===== src/design/cpu_cfg_pkg.sv =====
package cpu_cfg_pkg;

    localparam int addr_w = 20;             // byte address bits.
    localparam int data_w = 16;
    localparam int byte_w = data_w / 2;
    localparam int prefetch_depth = 4;      // words.
    localparam int mem_words = 1024;        // upper word address bits alias.
    localparam int wait_states = 1;         // ack is registered so one or more.

    localparam int fifo_ptr_w = $clog2(prefetch_depth);
    localparam int fifo_cnt_w = $clog2(prefetch_depth + 1);
    localparam int mem_idx_w = $clog2(mem_words);
    localparam int wait_cnt_w = (wait_states > 1) ? $clog2(wait_states) : 1;

    // counter value in the last cycle before ack.
    localparam logic [wait_cnt_w-1:0] wait_last = wait_cnt_w'(wait_states - 1);

endpackage


===== src/design/mem_bus_pkg.sv =====
package mem_bus_pkg;

    // word address, bit 0 of the byte address dropped.
    typedef logic [cpu_cfg_pkg::addr_w-1:1] word_addr_t;

    typedef struct packed {
        word_addr_t                      addr;
        logic [cpu_cfg_pkg::data_w-1:0]  wdata;
        logic                            wr_en;
        logic [1:0]                      bytesel;   // bit 0 selects the low byte.
    } mem_req_t;

    localparam logic [1:0] byte_sel_both = 2'b11;
    localparam logic [1:0] byte_sel_low = 2'b01;
    localparam logic [1:0] byte_sel_high = 2'b10;

endpackage


===== src/design/prefetch_queue.sv =====
`timescale 1ns/100ps

module prefetch_queue
    import cpu_cfg_pkg::*, mem_bus_pkg::*;
(
    input  logic              clk,
    input  logic              reset,
    input  logic              fetch_start,
    input  word_addr_t        fetch_addr,
    input  logic              instr_pop,
    output logic              instr_valid,
    output logic [data_w-1:0] instr_word,
    output logic              bus_access,
    output mem_req_t          bus_req,
    input  logic              bus_ack,
    input  logic [data_w-1:0] bus_rdata
);

    logic [data_w-1:0] fifo [prefetch_depth];
    logic [fifo_ptr_w-1:0] rd_ptr;
    logic [fifo_ptr_w-1:0] wr_ptr;
    logic [fifo_cnt_w-1:0] count;
    logic [fifo_cnt_w-1:0] count_next;
    logic running;
    logic busy;                 // a fetch is on the bus.
    logic discard;              // drop the word of the fetch in flight.
    word_addr_t next_addr;
    word_addr_t req_addr;
    word_addr_t issue_addr;
    logic push;
    logic pop;
    logic issue;

    function automatic logic [fifo_ptr_w-1:0] ptr_inc(input logic [fifo_ptr_w-1:0] ptr);
        if (ptr == fifo_ptr_w'(prefetch_depth - 1))
            return '0;
        return ptr + 1'b1;
    endfunction

    always_comb begin
        push = bus_ack & ~discard & ~fetch_start;   // a flush in the ack cycle drops it too.
        pop = instr_pop & instr_valid & ~fetch_start;
        if (fetch_start)
            count_next = '0;
        else
            count_next = count + fifo_cnt_w'(push) - fifo_cnt_w'(pop);
        // the next fetch must fit beside what the FIFO holds after this edge.
        issue = (running | fetch_start) & (~busy | bus_ack) & (count_next < prefetch_depth);
        issue_addr = fetch_start ? fetch_addr : next_addr;
    end

    always_ff @(posedge clk or posedge reset) begin
        if (reset) begin
            running <= 1'b0;
            busy <= 1'b0;
            discard <= 1'b0;
            count <= '0;
            rd_ptr <= '0;
            wr_ptr <= '0;
        end else begin
            count <= count_next;
            if (fetch_start)
                running <= 1'b1;
            if (fetch_start) begin
                rd_ptr <= '0;
                wr_ptr <= '0;
            end else begin
                if (push)
                    wr_ptr <= ptr_inc(wr_ptr);
                if (pop)
                    rd_ptr <= ptr_inc(rd_ptr);
            end
            if (bus_ack)
                discard <= 1'b0;
            else if (fetch_start && busy)
                discard <= 1'b1;    // request still held until its ack.
            if (issue)
                busy <= 1'b1;
            else if (bus_ack)
                busy <= 1'b0;
        end
    end

    always_ff @(posedge clk) begin
        if (push)
            fifo[wr_ptr] <= bus_rdata;
        if (issue) begin
            req_addr <= issue_addr;
            next_addr <= issue_addr + 1'b1;
        end else if (fetch_start) begin
            next_addr <= fetch_addr;
        end
    end

    assign instr_valid = (count != '0);
    assign instr_word = fifo[rd_ptr];

    assign bus_access = busy;
    assign bus_req.addr = req_addr;
    assign bus_req.wdata = '0;
    assign bus_req.wr_en = 1'b0;
    assign bus_req.bytesel = byte_sel_both;

    req_stable_a: assert property (@(posedge clk) disable iff (reset)
        bus_access && !bus_ack |=> bus_access && $stable(bus_req));

    count_bound_a: assert property (@(posedge clk) disable iff (reset)
        count <= prefetch_depth);

endmodule


===== config.mk =====
export PLATFORM = sky130hd
export DESIGN_NAME = prefetch_queue
export DESIGN_NICKNAME = d
export VERILOG_FILES = /design/src/design/cpu_cfg_pkg.sv /design/src/design/mem_bus_pkg.sv /design/src/design/prefetch_queue.sv
export SDC_FILE = /design/constraint.sdc
export NUM_CORES = 1
export LEC_CHECK = 0
export ABC_AREA = 1
export BUFFER_PORTS_ARGS = -buffer_cell sky130_fd_sc_hd__buf_2
export CORE_MARGIN = 3
export CORE_UTILIZATION = 40
export DETAILED_ROUTE_END_ITERATION = 6
export SLEW_MARGIN = 10
export SYNTH_ARGS = -nofsm -noshare
export SYNTH_HDL_FRONTEND = slang
export SYNTH_SLANG_ARGS = --single-unit
export TNS_END_PERCENT = 1

===== constraint.sdc =====
create_clock -name clk -period 2.8 [get_ports clk]
set_input_delay 0 -clock clk [delete_from_list [all_inputs] [get_ports clk]]
set_output_delay 0 -clock clk [all_outputs]
set_load 0.01 [all_outputs]

==> results.rst <==
.. list-table::
   :header-rows: 1

   * - Metric
     - Value
   * - Status
     - finished, final reports clean
   * - Internal portion of total power
     - roughly 3.2 mW
   * - Number of buffers created by CTS
     - 9
   * - Synthesis-stage register bit count
     - roughly 110
   * - Count of nets left with antenna violations after detail routing
     - 0
   * - Syn Area/Cell
     - around 11 um^2
   * - Critical Path Start Type
     - flop
   * - Clock skew
     - between 0.007 and 0.008 ns
   * - Maximum clock frequency
     - roughly 380 MHz
   * - Number of antenna diodes
     - 0
   * - Setup-failing EPs final
     - 0
   * - Top-level I/O count
     - between 90 and 100
   * - Maximum fanout along the worst path
     - 6
   * - Cells taking the most area after synthesis
     - sky130_fd_sc_hd__edfxtp_1, sky130_fd_sc_hd__dfxtp_1, sky130_fd_sc_hd__nand2_1, sky130_fd_sc_hd__dfrtp_1, sky130_fd_sc_hd__o21ai_0
   * - Total routing usage reported by global routing
     - 14.9%
   * - Hold Crit Class
     - input port to flop
   * - Worst endpoint required time
     - between 3 and 4 ns
   * - Max transition margin
     - 59.1%
   * - Arithmetic-cell share of the synthesized area counting full adders, half adders and majority gates
     - ~2.5%
   * - Remaining DRCs
     - 0
   * - Number of max-slew violations in the final report
     - 0
   * - Clk slew on worst S/H paths
     - roughly 0.07 ns
   * - Combinational share of power
     - between 20% and 30%
   * - Critical path type
     - flop to flop
   * - Post-DR vias/cell
     - 4.70
   * - Hpwl dp
     - roughly 6500 um
   * - Portion of the post-synthesis area used by sequential elements
     - roughly 64%
   * - CTS Root Buffer Type
     - sky130_fd_sc_hd__clkbuf_16
   * - Total number of placement rows
     - 39
   * - Layout cell share with drive strength beyond 1
     - a little over a quarter
   * - Yosys top cell by area
     - sky130_fd_sc_hd__edfxtp_1
   * - EDFF count, synth
     - just over 80
   * - Signed area change from the synthesized netlist to the final layout
     - 22.6%
   * - Die Span Y
     - 117 um
   * - Share of the synthesized area in the top cell type
     - just over 50%
   * - Pin count of the biggest net entering global routing
     - 35
   * - Period utilisation layout
     - roughly 95%
   * - Number of vias after detailed routing
     - approximately 3,300
   * - Switching power share of the total
     - 32.4%
   * - Final period demand of the worst path
     - 2.66 ns
   * - Post-Syn Instances
     - 448
   * - 1st-pass router iterations
     - 4
   * - Most numerous cell in the Yosys netlist
     - sky130_fd_sc_hd__edfxtp_1
   * - CTS tree
     - done
   * - Max-capacitance violation count
     - 0
   * - Area of the multi-input gates
     - between 0.001 and 0.0015 mm^2
   * - Buffers from clock root to sink, at most
     - 2
   * - Drt first-iter violations
     - ~210
   * - Actual slew at the worst max-slew pin
     - just over 0.6 ns
   * - Number of distinct library cell variants in the gate-level netlist after synthesis
     - 33
   * - Sum Neg Setup Slack
     - 0 ns
   * - CP endpoint kind
     - flop
   * - Sinks on Clock Net
     - about 110
   * - Lkg Pwr
     - between 2 and 3 nW
   * - First-pass GRT wire length
     - ~16,000 um
   * - Via count of the first global-routing pass
     - between 3,000 and 4,000
   * - Worst hold slack
     - roughly 0.019 ns
   * - Insertion delay to the later sink of the worst-skew pair
     - approximately 0.35 ns
   * - Main flop type after synthesis
     - sky130_fd_sc_hd__edfxtp_1
   * - Maximum level of the CTS H-tree
     - 3
   * - Xor/xnor cell area share of the yosys netlist
     - under 10%
   * - Total wire length after detailed routing
     - 9840 um
   * - Total of fill cells in the finished design
     - 1,065
   * - Post-synth design cell area
     - approximately 0.0049 mm^2
   * - Global-route congestion overflow total
     - 0
   * - Fraction of power consumed by the clock network
     - between 20% and 30%
   * - Horizontal extent of the die
     - approximately 120 um
   * - Cell Pwr Density
     - 795 mW/mm^2
   * - Final Hold Fails
     - 0
   * - Simple-gate share of the synthesized area
     - roughly 16%
   * - Critical Path AT
     - between 2 and 3 ns
   * - Sequential Power Share
     - ~45%
   * - Share of synthesized flip-flops with an asynchronous set or reset
     - around 8.9%
   * - Area of all sequential standard cells
     - 0.00312 mm^2
   * - Initial antenna violation count
     - 0
   * - Fraction of synthesized area in multiplexers
     - 0%
   * - Largest family of logic cells by synthesized area
     - simple AND/OR/NAND/NOR gates
   * - Complex-gate fraction of the synthesized area
     - under 10%
   * - Top post-synthesis cells by count
     - sky130_fd_sc_hd__edfxtp_1, sky130_fd_sc_hd__nand2_1, sky130_fd_sc_hd__nor2_1
   * - Final weighted congestion in routability-driven placement
     - about 0.75
   * - Floorplan Core Area
     - approximately 0.012 mm^2
   * - Number of nets in the finished design
     - 609
   * - Wirelength per Cell
     - 13.9 um
   * - Die Outline Area
     - 0.0136 mm^2
   * - Port buffer count
     - 76
   * - Number of warnings printed during yosys synthesis
     - 0
   * - VDD IR max
     - about 410 uV
   * - Sw Pwr
     - 1.55 mW
   * - Starting density of the core
     - a little over two fifths
power groups by stage:
stage / Sequential (mW) / Clock (mW) / Combinational (mW)
global placement: 2.17 / 0 / 1.26
detailed placement: 2.17 / 0 / 1.29
global route: 2.16 / 1.36 / 1.56
finish: 2.13 / 1.26 / 1.38
CTS: 2.13 / 1.30 / 1.36
floorplan: 2.22 / 0 / 0.749
repair_timing:
item | 4_1_cts | 5_1_grt
resized for setup | 1 | 7
buffers inserted | 3 | 0
hold buffers | 26 | 0
gates cloned | 0 | 1
hold endpoints to repair | 89 | 0
setup endpoints to repair | 24 | 34
pin swaps | 1 | 5
final timing paths:
check | start | endpoint | slack, ns | cells after the start
worst max-delay path | count[1] | next_addr[17] | 0.14 | 18
worst min-delay path | fetch_addr[17] | req_addr[17] | 0.02 | 3
worst max register to register | count[1] | next_addr[17] | 0.14 | 18
worst min register to register | running | running | 0.46 | 2
max in group asynchronous | reset | bus_access | 2.34 | 3
min in group asynchronous | reset | rd_ptr[1] | 0.18 | 3
sequential cells by signal (all words and copies together), names as in the netlist:
signal,count
fifo,64
count,3
discard,1
req_addr,19
bus_access,1
running,1
rd_ptr,2
wr_ptr,2
next_addr,19
critical path: stages (launching register included):
cell	delay, ns
sky130_fd_sc_hd__dfrtp_1	0.40
sky130_fd_sc_hd__inv_2	0.07
sky130_fd_sc_hd__nand2_2	0.06
sky130_fd_sc_hd__or2_4	0.23
sky130_fd_sc_hd__nand2_2	0.06
sky130_fd_sc_hd__nor2_1	0.06
sky130_fd_sc_hd__ha_1	0.28
sky130_fd_sc_hd__inv_1	0.04
sky130_fd_sc_hd__ha_2	0.18
sky130_fd_sc_hd__fa_2	0.39
sky130_fd_sc_hd__inv_1	0.06
sky130_fd_sc_hd__nand3_1	0.08
sky130_fd_sc_hd__nand3_2	0.09
sky130_fd_sc_hd__nand2_4	0.10
sky130_fd_sc_hd__buf_4	0.16
sky130_fd_sc_hd__nor2_4	0.13
sky130_fd_sc_hd__nand2_1	0.07
sky130_fd_sc_hd__nand2_1	0.05
sky130_fd_sc_hd__nand2_1	0.04
layout by cell type (no fill, tap or decap), drive strengths merged:
cell / n
edfxtp: 83
nand2: 88
xor2: 8
nand3b: 2
inv: 49
o22ai: 18
ha: 8
clkbuf: 10
buf: 89
conb: 19
clkinvlp: 2
xnor2: 3
clkinv: 1
o21ai: 46
nand3: 12
dfxtp: 19
or2: 5
dfrtp: 10
nand4: 2
nor2: 61
a31oi: 1
dlygate4sd3: 26
fa: 1
nor3: 2
logic make-up (layout without fill, tap and decap cells):
| family | after synthesis | count (layout) |
|---|---|---|
| XOR/XNOR | 11 | 11 |
| AND/OR/NAND/NOR | 172 | 172 |
| adder cells (fa/ha/maj) | 9 | 9 |
| buffers and inverters | 77 | 177 |
| AO/OA/AOI/OAI | 65 | 65 |
| other | 2 | 19 |
| flip-flops | 112 | 112 |
metal layers:
layer / up-vias / wire, um / part of all wire [%] / track usage (%)
met5: - / 0 / 0 / 0
met4: 0 / 125 / 1.3 / 3.90
met3: 12 / 508 / 5.2 / 4.46
met2: 80 / 5130 / 52 / 28.1
met1: 1556 / 4080 / 41 / 16.3
li1: 1680 / - / - / -
through the flow:
stage	setup WS, ns	power, mW	cell area (um^2)	utilization [%]	std cells
after floorplan	0.0276	2.96	4960	-	465
after global placement	0.0137	3.43	5390	46.0	663
after detailed placement	-0.0892	3.45	5390	46.0	663
after CTS	0.00321	4.79	5970	51.0	708
after global routing	-0.00982	5.07	6000	51.3	708
final	0.144	4.78	6000	51.3	708
cell type report:
type / count / area share (%)
Sequential cell: 112 / 52.0
Inverter: 45 / 2.85
Clock buffer: 9 / 3.75
Clock inverter: 7 / 1.23
Multi-Input combinational cell: 276 / 24.3
Tap cell: 143 / 2.98
Timing Repair Buffer: 116 / 12.9
Power figures use the tool's default switching activity.
