[config.mk]
export PLATFORM = sky130hd
export DESIGN_NAME = mem_arbiter
export DESIGN_NICKNAME = d
export VERILOG_FILES = /design/src/design/cpu_cfg_pkg.sv /design/src/design/mem_bus_pkg.sv /design/src/design/mem_arbiter.sv
export SDC_FILE = /design/constraint.sdc
export NUM_CORES = 1
export LEC_CHECK = 0
export BUFFER_PORTS_ARGS = -buffer_cell sky130_fd_sc_hd__buf_4
export CAP_MARGIN = 40
export CORE_MARGIN = 5
export CORE_UTILIZATION = 26
export DETAILED_ROUTE_END_ITERATION = 7
export HOLD_SLACK_MARGIN = 0.08
export PLACE_DENSITY = 0.83
export SLEW_MARGIN = 10
export SYNTH_ARGS = -nofsm -noshare
export SYNTH_HDL_FRONTEND = slang
export SYNTH_SLANG_ARGS = --single-unit
[constraint.sdc]
create_clock -name clk -period 1.78 [get_ports clk]
set_input_delay 0.178 -clock clk [delete_from_list [all_inputs] [get_ports clk]]
set_output_delay 0.178 -clock clk [all_outputs]
set_load 0.01 [all_outputs]
[src/design/cpu_cfg_pkg.sv]
package cpu_cfg_pkg;

    localparam int addr_w = 20;             // byte address bits.
    localparam int data_w = 16;
    localparam int byte_w = data_w / 2;
    localparam int prefetch_depth = 4;      // words.
    localparam int mem_words = 1024;        // upper word address bits alias.
    localparam int wait_states = 1;         // ack is registered so one or more.

    localparam int fifo_ptr_w = $clog2(prefetch_depth);
    localparam int fifo_cnt_w = $clog2(prefetch_depth + 1);
    localparam int mem_idx_w = $clog2(mem_words);
    localparam int wait_cnt_w = (wait_states > 1) ? $clog2(wait_states) : 1;

    // counter value in the last cycle before ack.
    localparam logic [wait_cnt_w-1:0] wait_last = wait_cnt_w'(wait_states - 1);

endpackage

[src/design/mem_bus_pkg.sv]
package mem_bus_pkg;

    // word address, bit 0 of the byte address dropped.
    typedef logic [cpu_cfg_pkg::addr_w-1:1] word_addr_t;

    typedef struct packed {
        word_addr_t                      addr;
        logic [cpu_cfg_pkg::data_w-1:0]  wdata;
        logic                            wr_en;
        logic [1:0]                      bytesel;   // bit 0 selects the low byte.
    } mem_req_t;

    localparam logic [1:0] byte_sel_both = 2'b11;
    localparam logic [1:0] byte_sel_low = 2'b01;
    localparam logic [1:0] byte_sel_high = 2'b10;

endpackage

[src/design/mem_arbiter.sv]
`timescale 1ns/100ps

module mem_arbiter
    import cpu_cfg_pkg::*, mem_bus_pkg::*;
(
    input  logic              clk,
    input  logic              reset,
    input  logic              instr_access,
    input  mem_req_t          instr_req,
    output logic              instr_ack,
    input  logic              data_access,
    input  mem_req_t          data_req,
    output logic              data_ack,
    input  logic [data_w-1:0] bus_rdata_in,
    output logic [data_w-1:0] rdata,
    output logic              q_access,
    output mem_req_t          q_req,
    input  logic              q_ack
);

    logic instr_grant;
    logic data_grant;
    logic instr_will_grant;
    logic data_will_grant;
    logic q_data;

    // data wins unless instruction already holds the bus.
    assign data_will_grant = data_access & ~instr_grant & ~data_grant;
    assign instr_will_grant = instr_access & ~data_access & ~data_grant & ~instr_grant;

    assign q_data = data_will_grant | data_grant;

    assign q_access = q_data ? data_access : instr_access;
    assign q_req = q_data ? data_req : instr_req;

    assign instr_ack = instr_grant & q_ack;
    assign data_ack = data_grant & q_ack;
    assign rdata = bus_rdata_in;

    always_ff @(posedge clk or posedge reset) begin
        if (reset) begin
            instr_grant <= 1'b0;
            data_grant <= 1'b0;
        end else begin
            if (data_ack)
                data_grant <= 1'b0;
            if (instr_ack)
                instr_grant <= 1'b0;
            if (data_will_grant)
                data_grant <= 1'b1;
            else if (instr_will_grant)
                instr_grant <= 1'b1;
        end
    end

    one_grant_a: assert property (@(posedge clk) disable iff (reset)
        !(instr_grant && data_grant));

    ack_with_access_a: assert property (@(posedge clk) disable iff (reset)
        q_ack |-> q_access);

endmodule

==> run_results.csv, run 1 <==
group,metric,value,unit
run_status,status,"finished, final reports clean",
sta,hold_viol_final,0,
setup_path,endpoint_kind,"output port",
drt,ant_nets,0,
sta,relSlewSlack,0.891,
clock_network,clk_pin_slew,30,ps
setup_path,path_cells,"a21oi_4 > buf_12 > clkbuf_16 > mux2_4 > buf_4",
drt,wire_per_inst,17.7,µm
drt,dr.pass1.iters,3,
setup_path,critPathTopFamily,"buffers and inverters",
setup_path,crit_buf_inv,3,
clock_network,cts_tree,"yes",
finish,seq_area,51.3,µm²
die,die_h,65.5,µm
finish,layout.cells.non_filler,216,
drt,vias_per_cell,4.48,
synth,netlist_area,801,µm²
sta,max_freq,577,MHz
clock_network,clock_latency,230,ps
setup_path,required,1600,ps
clock_network,cts_buffer_depth,2,
clock_network,cts_root_buffer,"clkbuf_4",
sta,fin_crit_sh,0.974,
placement,place_congestion,0.711,
finish,drive_gt1_frac,0.934,
die,rows,20,
clock_network,h-tree-depth,1,
clock_network,cts.sinks,2,
global_routing,antenna_found_initial,0,
placement,post-place-ws,266,ps
sta,skew,2.31,ps
power_and_ir_drop,finalPower,0.000931,W
finish,fill_cells,270,
clock_network,cts_buffers,3,
worst_hold_path,min_path_type,"input pin to flip-flop",
sta,worst_slew_pin_slew,162,ps
run,cap_violations,0,
placement,post-place-cells,208,
synth,yosysWarnings,0,
synth,synth_ff_type,"dfrtp_1",
setup_path,path_max_fanout,10,
finish,multiInputGateArea,576,µm²
global_routing,overflow,0,
setup_path,cp.arrival,1550,ps
synth,synthTopCellsByArea,"mux2_4 (38%), mux2_2 (25%), buf_4 (16%)",
drt,via_count,967,
setup_path,setup.worst_path.start_class,"flip-flop",
synth,syn_nets,169,
sta,setup_tns,0,ps
power_and_ir_drop,vdd_drop_max,0.331,mV
synth,seq_area_frac_synth,0.0625,
finish,area_delta_synth_final,118,%
sta,setup_ws,47.2,ps
power_and_ir_drop,powerDensity,532,nW/µm²
drt,drt_iter0_drc,36,
synth,ys_async_sr_fraction,1.00,
placement,io_buffers,121,
drt,drc,0,
synth,yosysMostFrequentCell,"mux2_4",
power_and_ir_drop,p_leak,0.946,nW
synth,netlist_instances,72,
placement,dpl.hpwl,3110,µm
die,start_util,0.267,
finish,final_area,1750,µm²
finish,diodes,0,
setup_path,cpMaxStageDelayCell,"dfrtp_2",
finish,final_nets,282,
synth,synth_edf_count,0,
die,core,3000,µm²
die,pin_count,154,
sta,layout_min_cycle_time,1730,ps
synth,synth_seq_cells,2,
synth,syn_avg_cell_area,11.1,µm²
drt,routed_wl,3820,µm
global_routing,grt_start_max_net_pins,21,
synth,synth_common_cells,"mux2_4 (20), mux2_2 (18), buf_4 (17)",
global_routing,grt_pass1_vias,977,
global_routing,grt_use_total,0.148,
synth,synth_top_area_cell,"mux2_4",
setup_path,critPathKind,"flip-flop to output port",
synth,synth_top_area_share,0.375,
synth,synth_cell_types,15,
die,dieArea,4290,µm²
die,die_width,65.5,µm
placement,post_dp_cell_area,1620,µm²
sta,finalSetupViolCount,0,
sta,drv_slew,0,
setup_path,cpPeakStageDelay,420,ps
global_routing,grt_pass1_wl,4960,µm
==> stage by stage <==
step / util / hold slack (ps)
3_3_place_gp: 0.539 / 38.9
6_report: 0.583 / 151
3_5_place_dp: 0.539 / 41.0
2_1_floorplan: - / -80.8
5_1_grt: 0.583 / 163
4_1_cts: 0.550 / 143
==> layout by cell type, fill, tap and decap left out, types with 2 or more instances in the layout <==
cell type	instances
buf_6	4
buf_4	118
mux2_2	17
clkbuf_4	3
buf_12	3
and2_1	2
clkbuf_16	2
mux2_4	21
o21ai_0	2
nand2_1	2
==> timing repair <==
action / in CTS / in global routing
endpoints found under the hold margin: 2 / 0
hold buffers: 1 / 0
resized for setup: 0 / 6
setup endpoints to repair: 0 / 22
buffers inserted: 0 / 2
==> sequential cells by signal (all words and copies together) (netlist names) <==
name / cells
data_grant: 1
instr_grant: 1
==> worst register-to-register path, cell delays in order (launching register included) <==
cell and delay, ps:
dfrtp_2 420, nand2b_1 170, or3_1 300, o21ai_0 80
==> kinds of logic after synthesis <==
| family | count (synthesis) | share of synthesized area |
|---|---|---|
| muxes | 39 | 0.641 |
| buffers and inverters | 22 | 0.233 |
| AOI/OAI and AO/OA | 3 | 0.0234 |
| and+or+nand+nor | 6 | 0.0406 |
| DFF | 2 | 0.0625 |
==> per-layer routing <==
layer / track usage / up-vias / share of wire
met5: 0 / - / 0
met4: 0.0311 / 0 / 0.0042
met3: 0.0496 / 2 / 0.10
met2: 0.238 / 77 / 0.49
met1: 0.193 / 428 / 0.40
li1: - / 460 / -
==> worst paths after layout <==
path	slack (ps)	from	end	depth (start not counted)
worst min-delay path	150	q_ack	data_grant	2
max in group asynchronous	1300	reset	data_grant	3
worst max register to register	720	data_grant	instr_grant	3
worst max-delay path	50	data_grant	q_req[23]	5
min in group asynchronous	360	reset	data_grant	3
worst min register to register	580	instr_grant	data_grant	3
==> cell type report <==
cell class                      instances  share of cell area
Timing Repair Buffer                  128               0.601
Multi-Input combinational cell         48               0.329
Sequential cell                         2              0.0293
Tap cell                               33              0.0236
Clock buffer                            3              0.0129
Inverter                                2             0.00429
==> power breakdown <==
part | leakage [nW] | internal, W | total (W) | switching, W
sequential | 0.0240 | 0.0000533 | 0.0000611 | 0.00000779
clock | 0.0138 | 0.0000746 | 0.000103 | 0.0000280
combinational | 0.908 | 0.000506 | 0.000767 | 0.000261
total | 0.946 | 0.000634 | 0.000931 | 0.000297
No activity file was read; power rests on OpenSTA's default activity.
==> run 2, diff against run 1 <==
RECOVER_POWER = 100   (was default)
SKIP_CTS_REPAIR_TIMING = 1   (was default)
==> run_results.csv, run 2 (synthesis results as in run 1) <==
group,metric,value,unit
die,dieArea,4290,µm²
clock_network,cts.sinks,2,
setup_path,cpMaxStageDelayCell,"dfrtp_2",
drt,routed_wl,3820,µm
die,die_h,65.5,µm
finish,drive_gt1_frac,0.929,
clock_network,h-tree-depth,1,
sta,fin_crit_sh,0.974,
sta,hold_viol_final,0,
sta,max_freq,577,MHz
drt,ant_nets,0,
run,cap_violations,0,
finish,diodes,0,
setup_path,crit_buf_inv,3,
finish,final_nets,282,
placement,post_dp_cell_area,1620,µm²
sta,finalSetupViolCount,0,
finish,final_cell_mix,"buf_4 (116), mux2_4 (21), mux2_2 (17)",
clock_network,cts_buffers,3,
sta,setup_ws,46.7,ps
clock_network,cts_buffer_depth,2,
finish,reg_top3,"data_grant (1), instr_grant (1)",
setup_path,setup.worst_path.start_class,"flip-flop",
setup_path,path_max_fanout,10,
clock_network,cts_tree,"yes",
global_routing,overflow,0,
placement,io_buffers,121,
global_routing,antenna_found_initial,0,
global_routing,grt_pass1_vias,963,
die,core,3000,µm²
drt,drt_iter0_drc,35,
power_and_ir_drop,powerDensity,532,nW/µm²
drt,dr.pass1.iters,3,
worst_hold_path,min_path_type,"input pin to flip-flop",
placement,post-place-ws,266,ps
sta,layout_min_cycle_time,1730,ps
drt,drc,0,
finish,final_area,1750,µm²
setup_path,required,1600,ps
finish,area_delta_synth_final,118,%
clock_network,clock_latency,230,ps
setup_path,critPathTopFamily,"buffers and inverters",
global_routing,grt_start_max_net_pins,21,
setup_path,cpPeakStageDelay,420,ps
drt,via_count,967,
die,rows,20,
power_and_ir_drop,vdd_drop_max,0.331,mV
drt,vias_per_cell,4.48,
clock_network,cts_root_buffer,"clkbuf_4",
setup_path,cp.arrival,1560,ps
placement,dpl.hpwl,3110,µm
die,pin_count,154,
sta,worst_slew_pin_slew,162,ps
sta,skew,2.31,ps
finish,final_common_cell,"buf_4",
setup_path,path_cells,"a21oi_4 > buf_12 > clkbuf_16 > mux2_4 > buf_4",
power_and_ir_drop,finalPower,0.000928,W
sta,relSlewSlack,0.891,
power_and_ir_drop,p_leak,0.941,nW
run_status,status,"finished, final reports clean",
drt,wire_per_inst,17.7,µm
setup_path,endpoint_kind,"output port",
die,die_width,65.5,µm
clock_network,clk_pin_slew,30,ps
global_routing,grt_use_total,0.147,
sta,setup_tns,0,ps
setup_path,critPathKind,"flip-flop to output port",
placement,place_congestion,0.711,
sta,drv_slew,0,
die,start_util,0.267,
global_routing,grt_pass1_wl,4910,µm
==> run 2: cell types whose count changed in the layout (fill, tap and decap cells not counted), sizes merged <==
cell	change
clkbuf	+2
buf	-2
==> run 2: layer usage <==
| layer | wire, µm | part of all wire | vias up | GRT usage |
|---|---|---|---|---|
| li1 | - | - | 460 | - |
| met1 | 1540 | 0.40 | 428 | 0.191 |
| met2 | 1870 | 0.49 | 77 | 0.235 |
| met3 | 392 | 0.10 | 2 | 0.0496 |
| met4 | 16 | 0.0042 | 0 | 0.0311 |
| met5 | 0 | 0 | - | 0 |
==> run 2: final timing paths <==
check,start,to,slack (ps),cells after the start
setup / recovery,data_grant,q_req[23],50,5
hold / removal,q_ack,data_grant,150,2
setup reg to reg,data_grant,instr_grant,720,3
hold reg to reg,instr_grant,data_grant,580,3
max in group asynchronous,reset,data_grant,1310,3
min in group asynchronous,reset,data_grant,350,3
==> run 2: area by class of cell <==
cell class / instances / area (µm²)
clock buffer: 3 / 22.5
fill: 272 / 1260
inverter: 2 / 7.51
multi-input combinational: 48 / 576
sequential: 2 / 51.3
tap: 33 / 41.3
timing repair buffer: 128 / 1050
==> run 2: where the power goes <==
group	switching [W]	total, W	internal, W
logic	0.000261	0.000764	0.000503
clock network	0.0000280	0.000103	0.0000746
registers	0.00000783	0.0000611	0.0000533
==> run 2: per-stage QoR <==
step                std cells  hold WS (ps)   util
floorplan                  72         -80.8      -
global placement          208          38.9  0.539
detailed placement        208          41.0  0.539
CTS                       211          -204  0.547
global route              216           164  0.581
finish                    216           152  0.581
==> run 3, diff against run 2 <==
BUFFER_PORTS_ARGS = default   (was -buffer_cell sky130_fd_sc_hd__buf_4)
CORE_AREA = 5 5 56 58   (was default)
CORE_MARGIN = default   (was 5)
CORE_UTILIZATION = default   (was 26)
DIE_AREA = 0 0 61 63   (was default)
DONT_BUFFER_PORTS = 1   (was default)
PLACE_DENSITY = 0.46   (was 0.83)
==> run_results.csv, run 3 (synthesis results as in run 1) <==
group,metric,value,unit
run_status,status,"finished, final reports clean",
finish,finalCoreUtilization,0.252,
finish,final_area,659,µm²
power_and_ir_drop,internal-power,0.000259,W
global_routing,use_met1,0.0872,
sta,setup_tns,0,ps
drt,via_count,512,
setup_path,crit_start,"instr_grant",
power_and_ir_drop,p_switching,0.000212,W
setup_path,setup.worst_path.start_class,"flip-flop",
drt,dr.pass1.iters,4,
finish,drive_gt1_frac,0.276,
sta,relSlewSlack,0.859,
placement,post_dp_cell_area,688,µm²
die,die_h,63,µm
sta,hold_viol_final,0,
power_and_ir_drop,p_comb_frac,0.643,
drt,vias_per_cell,5.75,
sta,layout_min_cycle_time,1680,ps
drt,drc,0,
setup_path,cp.arrival,1500,ps
setup_path,endpoint,"q_req[2]",
finish,diodes,0,
setup_path,r2r_setup_slack,660,ps
sta,max_freq,595,MHz
setup_path,cp.depth,4,
power_and_ir_drop,powerDensity,715,nW/µm²
clock_network,clk_pin_slew,40,ps
worst_hold_path,min_path_type,"input pin to flip-flop",
sta,finalSetupViolCount,0,
setup_path,cpMaxStageDelayCell,"mux2_2",
global_routing,antenna_found_initial,0,
die,die_width,61,µm
setup_path,cpPeakStageDelay,410,ps
clock_network,cts_root_buffer,"clkbuf_4",
global_routing,grt_start_max_net_pins,39,
setup_path,path_cells,"inv_2 > a21oi_4 > buf_12 > mux2_2",
run,cap_violations,0,
drt,wire_per_inst,24.4,µm
power_and_ir_drop,finalPower,0.000471,W
clock_network,h-tree-depth,1,
sta,fin_crit_sh,0.945,
finish,final_cell_mix,"mux2_1 (28), mux2_2 (9), clkbuf_4 (3)",
drt,drt_iter0_drc,35,
drt,ant_nets,0,
setup_path,critPathKind,"flip-flop to output port",
sta,worst_slew_pin_slew,209,ps
placement,place_congestion,0.612,
power_and_ir_drop,p_leak,0.244,nW
power_and_ir_drop,p_sw_frac,0.451,
global_routing,busiest_layer,"met2",
placement,dpl.hpwl,1830,µm
clock_network,cts.sinks,2,
finish,final_nets,157,
global_routing,use_met2,0.156,
sta,drv_slew,0,
drt,routed_wl,2170,µm
global_routing,use_met3,0.0723,
placement,io_buffers,0,
setup_path,endpoint_kind,"output port",
setup_path,timing.rr.end,"instr_grant",
setup_path,r2r_cells,3,
global_routing,grt_use_total,0.0940,
global_routing,grt_pass1_vias,567,
die,dieArea,3840,µm²
setup_path,crit_buf_inv,2,
clock_network,cts_buffers,3,
clock_network,cts_buffer_depth,2,
die,pin_count,154,
global_routing,grt_pass1_wl,2730,µm
setup_path,required,1600,ps
finish,final_common_cell,"mux2_1",
clock_network,cts_tree,"yes",
finish,fill_cells,309,
power_and_ir_drop,p_seq_frac,0.132,
die,core,2620,µm²
finish,area_delta_synth_final,-17.7,%
setup_path,critPathTopFamily,"multiplexers",
power_and_ir_drop,vdd_drop_max,0.300,mV
finish,reg_top3,"data_grant (1), instr_grant (1)",
clock_network,clock_latency,230,ps
global_routing,overflow,0,
power_and_ir_drop,pwr-share-clk,0.225,
die,rows,19,
setup_path,r2r-start,"data_grant",
setup_path,path_max_fanout,38,
sta,rsz0062_at_grt,"no",
sta,skew,2.10,ps
die,start_util,0.306,
run 3: cell count changes in the layout (fill, tap and decap cells not counted), sizes merged:
cell | previous run | this run
buf | 123 | 1
clkbuf | 7 | 3
dlygate4sd3 | 1 | 2
run 3: worst register-to-register path, cell delays in order, from the launching register on:
cell and delay (ps):
dfrtp_1 430, nand2b_1 190, or3_1 300, o21ai_0 100
run 3: layout make-up:
| class | count | area [µm²] | area share |
|---|---|---|---|
| tap | 31 | 38.8 | 0.0588 |
| clock buffer | 3 | 22.5 | 0.0342 |
| sequential | 2 | 50.0 | 0.0759 |
| timing repair buffer | 3 | 40.0 | 0.0607 |
| multi-input combinational | 48 | 500 | 0.759 |
| inverter | 2 | 7.51 | 0.0114 |
run 3: through the flow:
| step | instances | worst slack (ps) | hold slack, ps |
|---|---|---|---|
| detailed placement | 84 | 328 | -73.5 |
| global route | 89 | 22.0 | 101 |
| finish | 89 | 98.4 | 94.1 |
| floorplan | 72 | 435 | -80.8 |
| global placement | 84 | 373 | -76.4 |
| CTS | 87 | 81.0 | -316 |
run 3: worst min-delay path by stage:
| stage | start | endpoint | cells past startpoint | slack (ps) |
|---|---|---|---|---|
| after floorplan | reset | data_grant | 1 | -80 |
| after global placement | reset | instr_grant | 1 | -80 |
| after detailed placement | reset | instr_grant | 1 | -70 |
| after CTS | reset | data_grant | 1 | -320 |
| after global routing | q_ack | instr_grant | 1 | 100 |
| final | data_access | data_grant | 2 | 90 |
run 3: layer usage:
layer / wire length (µm) / up-vias
met2: 1040 / 82
met4: 6 / 0
met3: 436 / 2
met1: 689 / 217
li1: - / 211
met5: 0 / -
run 3: power groups by stage:
stage	registers [W]	logic [W]	clock network (W)
after floorplan	0.0000590	0.000403	0
after global placement	0.0000608	0.000370	0
after detailed placement	0.0000621	0.000373	0
after CTS	0.0000617	0.000374	0.000109
after global routing	0.0000636	0.000325	0.000115
final	0.0000623	0.000303	0.000106
