## config.mk

```make
export PLATFORM = sky130hd
export DESIGN_NAME = data_port
export DESIGN_NICKNAME = d
export VERILOG_FILES = /design/src/design/cpu_cfg_pkg.sv /design/src/design/mem_bus_pkg.sv /design/src/design/data_port.sv
export SDC_FILE = /design/constraint.sdc
export NUM_CORES = 1
export LEC_CHECK = 0
export BUFFER_PORTS_ARGS = -buffer_cell sky130_fd_sc_hd__clkbuf_2
export CORE_MARGIN = 4
export CORE_UTILIZATION = 40
export DETAILED_ROUTE_END_ITERATION = 12
export MAX_ROUTING_LAYER = met4
export PLACE_DENSITY = 0.65
export RECOVER_POWER = 25
export SLEW_MARGIN = 20
export SYNTH_ARGS = -nofsm -noshare
export SYNTH_HDL_FRONTEND = slang
export SYNTH_SLANG_ARGS = --single-unit
```

## constraint.sdc

```tcl
create_clock -name clk -period 3.46 [get_ports clk]
set_clock_uncertainty 0.15 [all_clocks]
set_input_delay 0.519 -clock clk [delete_from_list [all_inputs] [get_ports clk]]
set_output_delay 0.519 -clock clk [all_outputs]
set_load 0.1 [all_outputs]
```

## src/design/cpu_cfg_pkg.sv

```systemverilog
package cpu_cfg_pkg;

    localparam int addr_w = 20;             // byte address bits.
    localparam int data_w = 16;
    localparam int byte_w = data_w / 2;
    localparam int prefetch_depth = 4;      // words.
    localparam int mem_words = 1024;        // upper word address bits alias.
    localparam int wait_states = 1;         // ack is registered so one or more.

    localparam int fifo_ptr_w = $clog2(prefetch_depth);
    localparam int fifo_cnt_w = $clog2(prefetch_depth + 1);
    localparam int mem_idx_w = $clog2(mem_words);
    localparam int wait_cnt_w = (wait_states > 1) ? $clog2(wait_states) : 1;

    // counter value in the last cycle before ack.
    localparam logic [wait_cnt_w-1:0] wait_last = wait_cnt_w'(wait_states - 1);

endpackage

```

## src/design/mem_bus_pkg.sv

```systemverilog
package mem_bus_pkg;

    // word address, bit 0 of the byte address dropped.
    typedef logic [cpu_cfg_pkg::addr_w-1:1] word_addr_t;

    typedef struct packed {
        word_addr_t                      addr;
        logic [cpu_cfg_pkg::data_w-1:0]  wdata;
        logic                            wr_en;
        logic [1:0]                      bytesel;   // bit 0 selects the low byte.
    } mem_req_t;

    localparam logic [1:0] byte_sel_both = 2'b11;
    localparam logic [1:0] byte_sel_low = 2'b01;
    localparam logic [1:0] byte_sel_high = 2'b10;

endpackage

```

## src/design/data_port.sv

```systemverilog
`timescale 1ns/100ps

module data_port
    import cpu_cfg_pkg::*, mem_bus_pkg::*;
(
    input  logic              clk,
    input  logic              reset,
    input  logic              data_start,
    input  logic [addr_w-1:0] data_addr,
    input  logic              data_word,
    input  logic              data_wr,
    input  logic [data_w-1:0] data_wdata,
    output logic              data_busy,
    output logic              data_done,
    output logic [data_w-1:0] data_rdata,
    output logic              bus_access,
    output mem_req_t          bus_req,
    input  logic              bus_ack,
    input  logic [data_w-1:0] bus_rdata
);

    typedef enum logic [1:0] {
        st_idle,
        st_first,
        st_second
    } state_t;

    state_t state;
    logic done;
    mem_req_t req_q;
    mem_req_t start_req;
    mem_req_t second_req;
    logic split_q;              // unaligned word, two bus cycles.
    logic odd_q;
    logic word_q;
    logic [byte_w-1:0] hi_q;
    logic [data_w-1:0] rdata_q;
    logic [byte_w-1:0] lo_byte;
    logic [byte_w-1:0] hi_byte;

    assign lo_byte = data_wdata[byte_w-1:0];
    assign hi_byte = data_wdata[data_w-1:byte_w];

    always_comb begin
        start_req.addr = data_addr[addr_w-1:1];
        start_req.wr_en = data_wr;
        if (data_word && !data_addr[0]) begin
            start_req.bytesel = byte_sel_both;
            start_req.wdata = data_wdata;
        end else if (data_addr[0]) begin
            // odd byte, or first half of an unaligned word.
            start_req.bytesel = byte_sel_high;
            start_req.wdata = {lo_byte, lo_byte};
        end else begin
            start_req.bytesel = byte_sel_low;
            start_req.wdata = {lo_byte, lo_byte};
        end
    end

    always_comb begin
        second_req.addr = req_q.addr + 1'b1;
        second_req.wr_en = req_q.wr_en;
        second_req.bytesel = byte_sel_low;
        second_req.wdata = {hi_q, hi_q};
    end

    always_ff @(posedge clk or posedge reset) begin
        if (reset) begin
            state <= st_idle;
            done <= 1'b0;
        end else begin
            done <= 1'b0;
            case (state)
                st_idle: begin
                    if (data_start)
                        state <= st_first;
                end
                st_first: begin
                    if (bus_ack && split_q) begin
                        state <= st_second;
                    end else if (bus_ack) begin
                        state <= st_idle;
                        done <= 1'b1;
                    end
                end
                st_second: begin
                    if (bus_ack) begin
                        state <= st_idle;
                        done <= 1'b1;
                    end
                end
                default: state <= st_idle;
            endcase
        end
    end

    always_ff @(posedge clk) begin
        if (data_start && state == st_idle) begin
            req_q <= start_req;
            split_q <= data_word & data_addr[0];
            odd_q <= data_addr[0];
            word_q <= data_word;
            hi_q <= hi_byte;
        end else if (state == st_first && bus_ack && split_q) begin
            req_q <= second_req;
        end
        if (bus_ack) begin
            if (state == st_second)
                rdata_q[data_w-1:byte_w] <= bus_rdata[byte_w-1:0];
            else if (split_q)
                rdata_q[byte_w-1:0] <= bus_rdata[data_w-1:byte_w];
            else if (word_q)
                rdata_q <= bus_rdata;
            else if (odd_q)
                rdata_q <= {{byte_w{1'b0}}, bus_rdata[data_w-1:byte_w]};
            else
                rdata_q <= {{byte_w{1'b0}}, bus_rdata[byte_w-1:0]};
        end
    end

    assign data_busy = (state != st_idle);
    assign data_done = done;
    assign data_rdata = rdata_q;
    assign bus_access = (state != st_idle);
    assign bus_req = req_q;

    req_stable_a: assert property (@(posedge clk) disable iff (reset)
        bus_access && !bus_ack |=> bus_access && $stable(bus_req));

endmodule

```

==> results of run 1 <==
worst max-delay path, stage by stage (launching register included):
cell      delay [ns]
dfrtp_1         0.41
inv_1           0.09
ha_1            0.23
inv_1           0.11
clkbuf_2        0.47
per-layer routing:
| metal | up-vias | global-route usage (%) | share of wire [%] |
|---|---|---|---|
| met5 | - | - | 0 |
| met4 | 0 | 6.18 | 1.6 |
| met3 | 11 | 3.88 | 5.7 |
| met2 | 86 | 26.0 | 49 |
| met1 | 1116 | 19.4 | 43 |
| li1 | 1236 | - | - |
per-stage QoR:
stage | area [µm²] | cells | util [%] | setup WS, ns
6_report | 4080 | 505 | 52.5 | 1.15
5_1_grt | 4080 | 505 | 52.5 | 0.950
4_1_cts | 4110 | 505 | 52.9 | 1.15
3_5_place_dp | 3900 | 488 | 50.2 | 1.16
3_3_place_gp | 3900 | 488 | 50.2 | 1.25
2_1_floorplan | 3200 | 278 | - | 0.892
worst paths after layout:
check,to,slack [ns],depth (start not counted)
setup / recovery,bus_access,1.15,4
hold / removal,hi_q[6]$_DFFE_PP_,0.24,1
min in group asynchronous,data_done$_DFF_PP0_,0.43,3
hold reg to reg,bus_req[5]$_DFFE_PP_,0.38,2
max in group asynchronous,state[1]$_DFFE_PP0P_,2.59,3
setup reg to reg,bus_req[31]$_DFFE_PP_,1.16,6
layout make-up:
cell class                 count  area share [%]
sequential                    68            49.7
tap                          102            3.13
clock inverter                 6            1.56
clock buffer                  10            3.37
inverter                      13            1.20
timing repair buffer         120            14.7
multi-input combinational    186            26.4
sequential cells by signal, indices dropped and copies added, names as in the netlist:
name,flops
bus_req,38
data_rdata,16
hi_q,8
state,2
data_done,1
odd_q,1
split_q,1
word_q,1
cell families after synthesis:
logic type,after synthesis,synth area share (%)
buffers and inverters,24,2.93
and+or+nand+nor,108,15.1
AOI/OAI and AO/OA,44,7.75
DFF,68,63.4
adders and majority gates,5,1.96
muxes,16,5.32
xor gates and xnor gates,13,3.56
what timing repair did:
| item | CTS | global route |
|---|---|---|
| gates resized for setup | 0 | 0 |
| hold endpoints to repair | 3 | 0 |
| hold buffers | 1 | 0 |
cells in the final DEF (no fill, tap or decap), types with 4 or more instances in the layout:
master    synthesis  routed
inv_1            13      13
nor2_1           12      12
ha_1              5       5
edfxtp_1         65      65
clkbuf_2          0      89
mux2_2            8       8
nand2_1          65      65
nand4_1           6       6
xnor2_1          11      11
nand3_1           9       9
mux2i_1           8       8
clkbuf_1          9      25
buf_4             1       4
clkbuf_8          0      10
o21ai_0          31      31
nor3_1            4       4
==> summary.md, run 1 <==
| Metric | Value |
|---|---|
| Status | finished clean |
| DRT iter0 DRCs | 108 |
| 1st-pass router iterations | 4 |
| Total Nets Final | 461 |
| Final Hold Viols | 0 |
| Sequential cell area | 2030 µm² |
| PortBufs | 114 |
| Multi-input logic area | 1080 µm² |
| Vias in the first global route | 2462 |
| Max Freq | 433 MHz |
| CP endpoint kind | output pin |
| Setup TNS Final | 0 ns |
| Top cell type's share of synthesized area | 61.0% |
| Clock-pin slew on the worst setup and hold paths | 0.08 ns |
| Unique masters post-synth | 35 |
| Total of max-cap violations | 0 |
| Antenna violations before repair | 0 |
| Slew headroom | 20.7% |
| Critical path type | flop to output pin |
| Slew @ Worst Pin | 1.20 ns |
| Crit path DAT | 1.64 ns |
| Share of post-route cells with drive strength above 1 | 29.8% |
| Via count | 2449 |
| Filler Cells Inserted | 757 |
| Sink Count | 68 |
| Clk_lat worst skew | 0.33 ns |
| Number of core rows | 32 |
| Final RePlAce weighted congestion | 0.839 |
| Initial core utilization | 41.2% |
| Sequential element share of the synthesized area | 63.4% |
| Unrepaired setup endpoints after global routing | false |
| Setup crit start | state[0]$_DFFE_PP0P_ |
| H-tree Lvls | 3 |
| Area growth syn-to-layout | 27.6% |
| Largest net degree at the start of global routing | 29 |
| Total gr overflow | 0 |
| Chip width | 97.4 µm |
| Top-Level Pins | 115 |
| Synth area leader | edfxtp_1 |
| Final setup fails | 0 |
| Min Hold Slack | 0.240 ns |
| CTS tree | done |
| Remaining DRCs | 0 |
| Die ar. | 9490 µm² |
| Syn Std Cell Area | 3200 µm² |
| Min-delay worst type | primary input to flop |
| EDFF count, synth | 65 |
| Die Ht | 97.4 µm |
| Async SR Flop Fraction | 4.41% |
| Worst Path Max Fanout | 4 |
| Routed wire length | 7.26 mm |
| Worst r2r src | state[0]$_DFFE_PP0P_ |
| CTS Root Buffer Type | clkbuf_8 |
| Core footprint | 7770 µm² |
| Syn Inst Count | 278 |
| Global-route wire length before repair | 11.8 mm |
| Post-route ant nets | 0 |
| GRT Util Overall | 16.0% |
| Fin crit share | 66.7% |
| Mean post-synth cell area | 11.5 µm² |
| Synthesis-stage register bit count | 68 |
| Final Max Tran Viols | 0 |
| Setup Fix Bufs, Post-CTS | 0 |
| Min Clock Period, post-route | 2.31 ns |
| # diodes | 0 |
| Num CTS Buffers | 9 |
| Warning count from the yosys run | 0 |
| DR WL/cell | 14.4 µm |
| Leading cell types by count after synthesis | edfxtp_1, nand2_1, o21ai_0 |
| WP data required | 2.79 ns |
| Critical hold path startpoint | data_wdata[14] |
| Syn Nets | 341 |
| Vias per cell | 4.85 |
| Ys flop type | edfxtp_1 |
| Clk buf depth | 2 |
| Area contributors post-synth | edfxtp_1, nand2_1, o21ai_0 |
| Worst setup SP type | flop |
| Post-DP HPWL | 5.44 mm |
Power of run 1 is left out: the tool's default activity adds up to more than one toggle a clock period on the data nets, which glitch-free logic cannot reach.
==> run 2, diff against run 1 <==
--- a/config.mk
+++ b/config.mk
@@ -5,12 +5,13 @@
 export SDC_FILE = /design/constraint.sdc
 export NUM_CORES = 1
 export LEC_CHECK = 0
+export ABC_AREA = 1
 export BUFFER_PORTS_ARGS = -buffer_cell sky130_fd_sc_hd__clkbuf_2
 export CORE_MARGIN = 4
 export CORE_UTILIZATION = 40
 export DETAILED_ROUTE_END_ITERATION = 12
 export MAX_ROUTING_LAYER = met4
-export PLACE_DENSITY = 0.65
+export PLACE_DENSITY = 0.64
 export RECOVER_POWER = 25
 export SLEW_MARGIN = 20
 export SYNTH_ARGS = -nofsm -noshare
==> constraint.sdc (replaced) <==
create_clock -name clk -period 2.2 [get_ports clk]
set_clock_uncertainty 0.15 [all_clocks]
set_input_delay 0.33 -clock clk [delete_from_list [all_inputs] [get_ports clk]]
set_output_delay 0.33 -clock clk [all_outputs]
set_load 0.1 [all_outputs]
==> run 2 against run 1 <==
  * Via count is 15% higher
  * Non-clock buffer count is 1 higher
  * Routed wire length is 9.7% higher
  * Flip-flop and latch count stayed put
  * Critical endpoint unchanged
  * Register-to-register slack worse by 0.82 ns
  * Core utilization is 0.69 points lower
  * Cell area is 4.4% higher
  * Global-route usage is 0.63 points higher
==> summary.md, run 2 <==
| Metric | Value |
|---|---|
| Status | finished clean |
| CTS tree | done |
| Min Clock Period, post-route | 2.05 ns |
| H-tree Lvls | 3 (unchanged) |
| GRT Util Overall | 16.7% (+0.63 points) |
| Largest net degree at the start of global routing | 56 (+93%) |
| Final RePlAce weighted congestion | 0.804 (-4.2%) |
| Commonest non-fill, non-tap cell in the layout | clkbuf_2 |
| Worst setup SP type | flop |
| DRT iter0 DRCs | 134 (+24%) |
| Vias per cell | 4.86 (+0.13%) |
| Area growth syn-to-layout | 26.4% |
| Ys flop type | edfxtp_1 |
| Placed Instances | 566 (+16%) |
| Post-route ant nets | 0 (unchanged) |
| Unrepaired setup endpoints after global routing | false |
| # diodes | 0 (unchanged) |
| CP endpoint kind | output pin |
| Total gr overflow | 0 (unchanged) |
| Initial core utilization | 41.0% (-0.15 points) |
| Most frequent cells in the layout | clkbuf_2, nand2_1, edfxtp_1, inv_1, o21ai_0 |
| Slew headroom | 62.1% (+41 points) |
| 1st-pass router iterations | 4 (unchanged) |
| Setup crit start | state[0]$_DFFE_PP0P_ |
| PortBufs | 114 (unchanged) |
| Most frequent cell after synthesis | nand2_1 |
| Critical path type | flop to output pin |
| Layout Cells excl Fill | 582 (+15%) |
| Worst r2r src | state[0]$_DFFE_PP0P_ |
| Share of post-route cells with drive strength above 1 | 29.8% (about the same) |
| EDFF count, synth | 65 (unchanged) |
| Worst path max stage delay | 0.46 ns (about the same) |
| Clk_lat worst skew | 0.33 ns (about the same) |
| CTS Root Buffer Type | clkbuf_8 |
| Placed Area | 4090 µm² (+4.9%) |
| Area contributors post-synth | edfxtp_1, nand2_1, o21ai_0 |
| Clk buf depth | 2 (unchanged) |
| Post-DP HPWL | 5.96 mm (+9.5%) |
| Filler Cells Inserted | 787 (+4.0%) |
| Slew @ Worst Pin | 0.572 ns (-0.624 ns) |
| Crit path DAT | 1.57 ns (-0.07 ns) |
| Clock-pin slew on the worst setup and hold paths | 0.07 ns (about the same) |
| Final Max Tran Viols | 0 (unchanged) |
| Global-route wire length before repair | 12.6 mm (+7.1%) |
| DR WL/cell | 13.7 µm (-4.8%) |
| Vias in the first global route | 2638 (+7.1%) |
| Critical path's top delay family | buffers and inverters |
| Dpl ws | 0.343 ns (-0.818 ns) |
| Sink Count | 68 (unchanged) |
| Remaining DRCs | 0 (unchanged) |
| Num CTS Buffers | 9 (unchanged) |
| Routed wire length | 7.96 mm (+9.7%) |
| Worst Hold Depth | 1 (unchanged) |
| Die ar. | 9960 µm² (+4.9%) |
| Most frequent CP cell | inv_1 |
| Critical path buffers and inverters | 3 (unchanged) |
| Setup Fix Bufs, Post-CTS | 0 (unchanged) |
| Setup WS post-layout | 0.150 ns (-1.00 ns) |
| Chip width | 99.8 µm (+2.4%) |
| R2R depth | 5 (-1) |
| Antenna violations before repair | 0 (unchanged) |
| Via count | 2826 (+15%) |
| Crit. path cell count | 4 (unchanged) |
| Synthesis-stage register bit count | 68 (unchanged) |
| Syn Inst Count | 351 (+26%) |
| Top-Level Pins | 115 (unchanged) |
| WP data required | 1.72 ns (-1.07 ns) |
| Sequential element share of the synthesized area | 60.1% (-3.2 points) |
| Syn Nets | 414 (+21%) |
| Final Hold Viols | 0 (unchanged) |
| Critical hold path startpoint | data_wdata[9] |
| Final setup fails | 0 (unchanged) |
| Fin crit share | 93.2% |
| Number of core rows | 33 (+3.1%) |
| Async SR Flop Fraction | 4.41% (unchanged) |
| Unique masters post-synth | 25 (-29%) |
| Top cell type's share of synthesized area | 57.9% (-3.1 points) |
| Total Nets Final | 536 (+16%) |
| Total of max-cap violations | 0 (unchanged) |
| Synth area leader | edfxtp_1 |
| Slowest CP cell | clkbuf_2 |
| Max Freq | 488 MHz |
| Worst path cell trace | inv_1 > ha_1 > inv_1 > clkbuf_2 |
| Cell area after layout | 4260 µm² (+4.4%) |
| Syn Std Cell Area | 3370 µm² (+5.4%) |
| Setup TNS Final | 0 ns (unchanged) |
| Worst Path Max Fanout | 3 (-1) |
| Mean post-synth cell area | 9.60 µm² (-17%) |
| Min-delay worst type | primary input to flop |
| Leading cell types by count after synthesis | nand2_1, edfxtp_1, inv_1 |
| Max reg flops | 38 (unchanged) |
| Warning count from the yosys run | 0 (unchanged) |
| Die Ht | 99.8 µm (+2.4%) |
| Core footprint | 8220 µm² (+5.8%) |
==> run 2: through the flow <==
step	hold slack [ns]	util (%)
detailed placement	0.0416	49.8
CTS	0.0157	52.1
global route	0.0156	51.9
floorplan	-0.0664	-
global placement	0.0357	49.8
finish	0.0461	51.9
==> run 2: worst register-to-register path, stage by stage, from the launching register on <==
cell and delay (ns):
dfrtp_1 0.40, inv_1 0.10, ha_1 0.19, nand2_2 0.18
nand2_2 0.29, buf_12 0.23
==> run 2: path summary, 6_finish.rpt <==
kind                       slack, ns               endpoint
setup / recovery                0.15             bus_access
hold / removal                  0.05      hi_q[1]$_DFFE_PP_
setup reg to reg                0.34  bus_req[35]$_DFFE_PP_
hold reg to reg                 0.39   bus_req[3]$_DFFE_PP_
max in group asynchronous       1.52   state[1]$_DFFE_PP0P_
min in group asynchronous       0.25    data_done$_DFF_PP0_
==> run 2: cell type report <==
| type | count | area (µm²) | share of cell area [%] |
|---|---|---|---|
| inverter | 39 | 146 | 3.44 |
| clock inverter | 6 | 56.3 | 1.32 |
| sequential | 68 | 2030 | 47.6 |
| tap | 105 | 131 | 3.08 |
| clock buffer | 9 | 124 | 2.91 |
| multi-input combinational | 234 | 1140 | 26.8 |
| timing repair buffer | 121 | 636 | 14.9 |
==> run 2: per-layer routing <==
metal	up-vias	global-route usage, %	wire length, µm
met1	1302	20.5	3300
met4	0	8.19	161
li1	1407	-	-
met5	-	-	0
met2	106	26.2	3930
met3	11	3.47	569
==> run 2: repair_timing <==
| item | in CTS | in global routing |
|---|---|---|
| endpoints found under the hold margin | 3 | 0 |
| resized for setup | 0 | 0 |
| hold buffers | 1 | 0 |
==> run 2: cells by family after synthesis <==
group	share of synthesized area, %
flip-flops	60.1
AND/OR/NAND/NOR	22.5
adder cells (fa/ha/maj)	1.86
buffers and inverters	5.90
AO/OA/AOI/OAI	8.28
XOR/XNOR	1.30
Power of run 2 is left out for the same reason.
==> run 3, diff against run 2 <==
--- a/config.mk
+++ b/config.mk
@@ -8,11 +8,12 @@
 export ABC_AREA = 1
 export BUFFER_PORTS_ARGS = -buffer_cell sky130_fd_sc_hd__clkbuf_2
 export CORE_MARGIN = 4
-export CORE_UTILIZATION = 40
+export CORE_UTILIZATION = 50
 export DETAILED_ROUTE_END_ITERATION = 12
 export MAX_ROUTING_LAYER = met4
-export PLACE_DENSITY = 0.64
+export PLACE_DENSITY = 0.82
 export RECOVER_POWER = 25
+export SETUP_SLACK_MARGIN = 0.2
 export SLEW_MARGIN = 20
 export SYNTH_ARGS = -nofsm -noshare
 export SYNTH_HDL_FRONTEND = slang
==> run 3 against run 2 <==
  * Sequential share of layout area fell by 0.42 points
  * Global-route usage rose by 4.9 points
  * Die area fell by 18%
  * Cell area rose by 0.88%
  * Non-clock buffer count rose by 2
  * Register-to-register slack barely moved
  * Clock-buffer cell count did not move
  * Via count fell by 1.0%
==> summary.md, run 3 (synthesis gave the netlist of run 2 again) <==
| Metric | Value |
|---|---|
| GRT Util Overall | 21.6% (+4.9 points) |
| Via count | 2797 (-1.0%) |
| Slew headroom | 61.4% (-0.62 points) |
| Vias per cell | 5.02 (+3.4%) |
| Slew @ Worst Pin | 0.578 ns (+0.00642 ns) |
| Min-delay worst type | primary input to flop |
| Total Nets Final | 538 (+0.37%) |
| Largest net degree at the start of global routing | 21 (-63%) |
| # diodes | 0 (unchanged) |
| Sink Count | 68 (unchanged) |
| Area growth syn-to-layout | 27.5% |
| Number of core rows | 29 (-12%) |
| Critical path type | flop to output pin |
| Fin crit share | 89.3% (-3.8 points) |
| Vias in the first global route | 2823 (+7.0%) |
| Min Clock Period, post-route | 1.97 ns (-0.0844 ns) |
| 1st-pass router iterations | 4 (unchanged) |
| Placed Area | 4080 µm² (-0.40%) |
| Post-DP HPWL | 6.02 mm (+1.0%) |
| Num CTS Buffers | 9 (unchanged) |
| Most frequent cells in the layout | clkbuf_2, nand2_1, edfxtp_1, inv_1, o21ai_0 |
| Total gr overflow | 0 (unchanged) |
| PortBufs | 114 (unchanged) |
| Final Max Tran Viols | 0 (unchanged) |
| Top-Level Pins | 115 (unchanged) |
| DRT iter0 DRCs | 228 (+70%) |
| Core footprint | 6460 µm² (-21%) |
| Final setup fails | 0 (unchanged) |
| H-tree Lvls | 3 (unchanged) |
| Setup Fix Bufs, Post-CTS | 0 (unchanged) |
| WP data required | 1.72 ns (about the same) |
| Die ar. | 8120 µm² (-18%) |
| Chip width | 90.1 µm (-9.7%) |
| Die Ht | 90.1 µm (-9.7%) |
| Unrepaired setup endpoints after global routing | false |
| Max Freq | 509 MHz (+4.3%) |
| Final RePlAce weighted congestion | 0.887 (+10%) |
| CTS tree | done |
| Global-route wire length before repair | 13.6 mm (+8.0%) |
| Cell area after layout | 4300 µm² (+0.88%) |
| Worst Path Max Fanout | 3 (unchanged) |
| Share of post-route cells with drive strength above 1 | 32.1% (+2.3 points) |
| Worst setup SP type | flop |
| Clk_lat worst skew | 0.35 ns (+0.02 ns) |
| Clock-pin slew on the worst setup and hold paths | 0.08 ns (about the same) |
| CTS Root Buffer Type | clkbuf_8 |
| Clk buf depth | 2 (unchanged) |
| Antenna violations before repair | 0 (unchanged) |
| CP endpoint kind | output pin |
| Final Core Density | 66.5% (+15 points) |
| Final Hold Viols | 0 (unchanged) |
| Remaining DRCs | 0 (unchanged) |
| Routed wire length | 8.08 mm (+1.5%) |
| Crit path DAT | 1.49 ns (-0.08 ns) |
| Post-route ant nets | 0 (unchanged) |
| Commonest non-fill, non-tap cell in the layout | clkbuf_2 |
| DR WL/cell | 14.5 µm (+6.0%) |
| Max reg flops | 38 (unchanged) |
| Total of max-cap violations | 0 (unchanged) |
| Initial core utilization | 52.2% (+11 points) |
| Status | finished clean |
==> run 3: cell count changes in the layout (fill, tap and decap cells not counted), sizes merged <==
cell | before | now
buf | 5 | 9
bufinv | 1 | 2
clkbuf | 124 | 122
clkinvlp | 2 | 1
inv | 39 | 40
==> run 3: per-layer routing <==
layer	global-route usage, %	wire length, µm	up-vias
met3	5.84	573	4
met5	-	0	-
li1	-	-	1411
met1	25.9	3410	1277
met4	7.02	51	0
met2	35.5	4050	105
==> run 3: path summary, 6_finish.rpt <==
path                                       from               endpoint  slack [ns]  cells past startpoint
setup / recovery           state[0]$_DFFE_PP0P_              data_busy        0.23                      4
hold / removal                   data_wdata[10]      hi_q[2]$_DFFE_PP_        0.02                      1
setup reg to reg           state[0]$_DFFE_PP0P_  bus_req[11]$_DFFE_PP_        0.35                      7
hold reg to reg               hi_q[2]$_DFFE_PP_   bus_req[5]$_DFFE_PP_        0.40                      2
max in group asynchronous                 reset   state[0]$_DFFE_PP0P_        1.52                      3
min in group asynchronous                 reset   state[1]$_DFFE_PP0P_        0.24                      3
==> run 3: repair_timing <==
item                                    in CTS  in global routing
hold buffers                                 1                  0
endpoints found under the setup margin       2                 12
gates resized for setup                      2                  6
hold endpoints to repair                     3                  0
cloned                                       0                  0
==> run 3: critical path, stage by stage (launching register included) <==
cell and delay, ns:
dfrtp_1 0.42, inv_1 0.11, ha_1 0.23, clkinvlp_4 0.13
buf_4 0.24
==> run 3: layout make-up <==
type / instances / area (µm²)
tap: 77 / 96.3
timing repair buffer: 123 / 644
multi-input combinational: 234 / 1150
clock buffer: 9 / 124
fill: 517 / 2160
inverter: 39 / 155
clock inverter: 7 / 98.8
sequential: 68 / 2030
==> run 3: metrics by stage <==
step	instances	worst slack [ns]	TNS (ns)	hold WS, ns
after floorplan	351	-0.159	-0.715	-0.0664
after global placement	540	0.374	0	0.0476
after detailed placement	540	0.242	0	0.0485
after CTS	557	0.178	0	0.00507
after global routing	557	0.163	0	0.00476
final	557	0.235	0	0.0214
Power of run 3 is left out for the same reason.
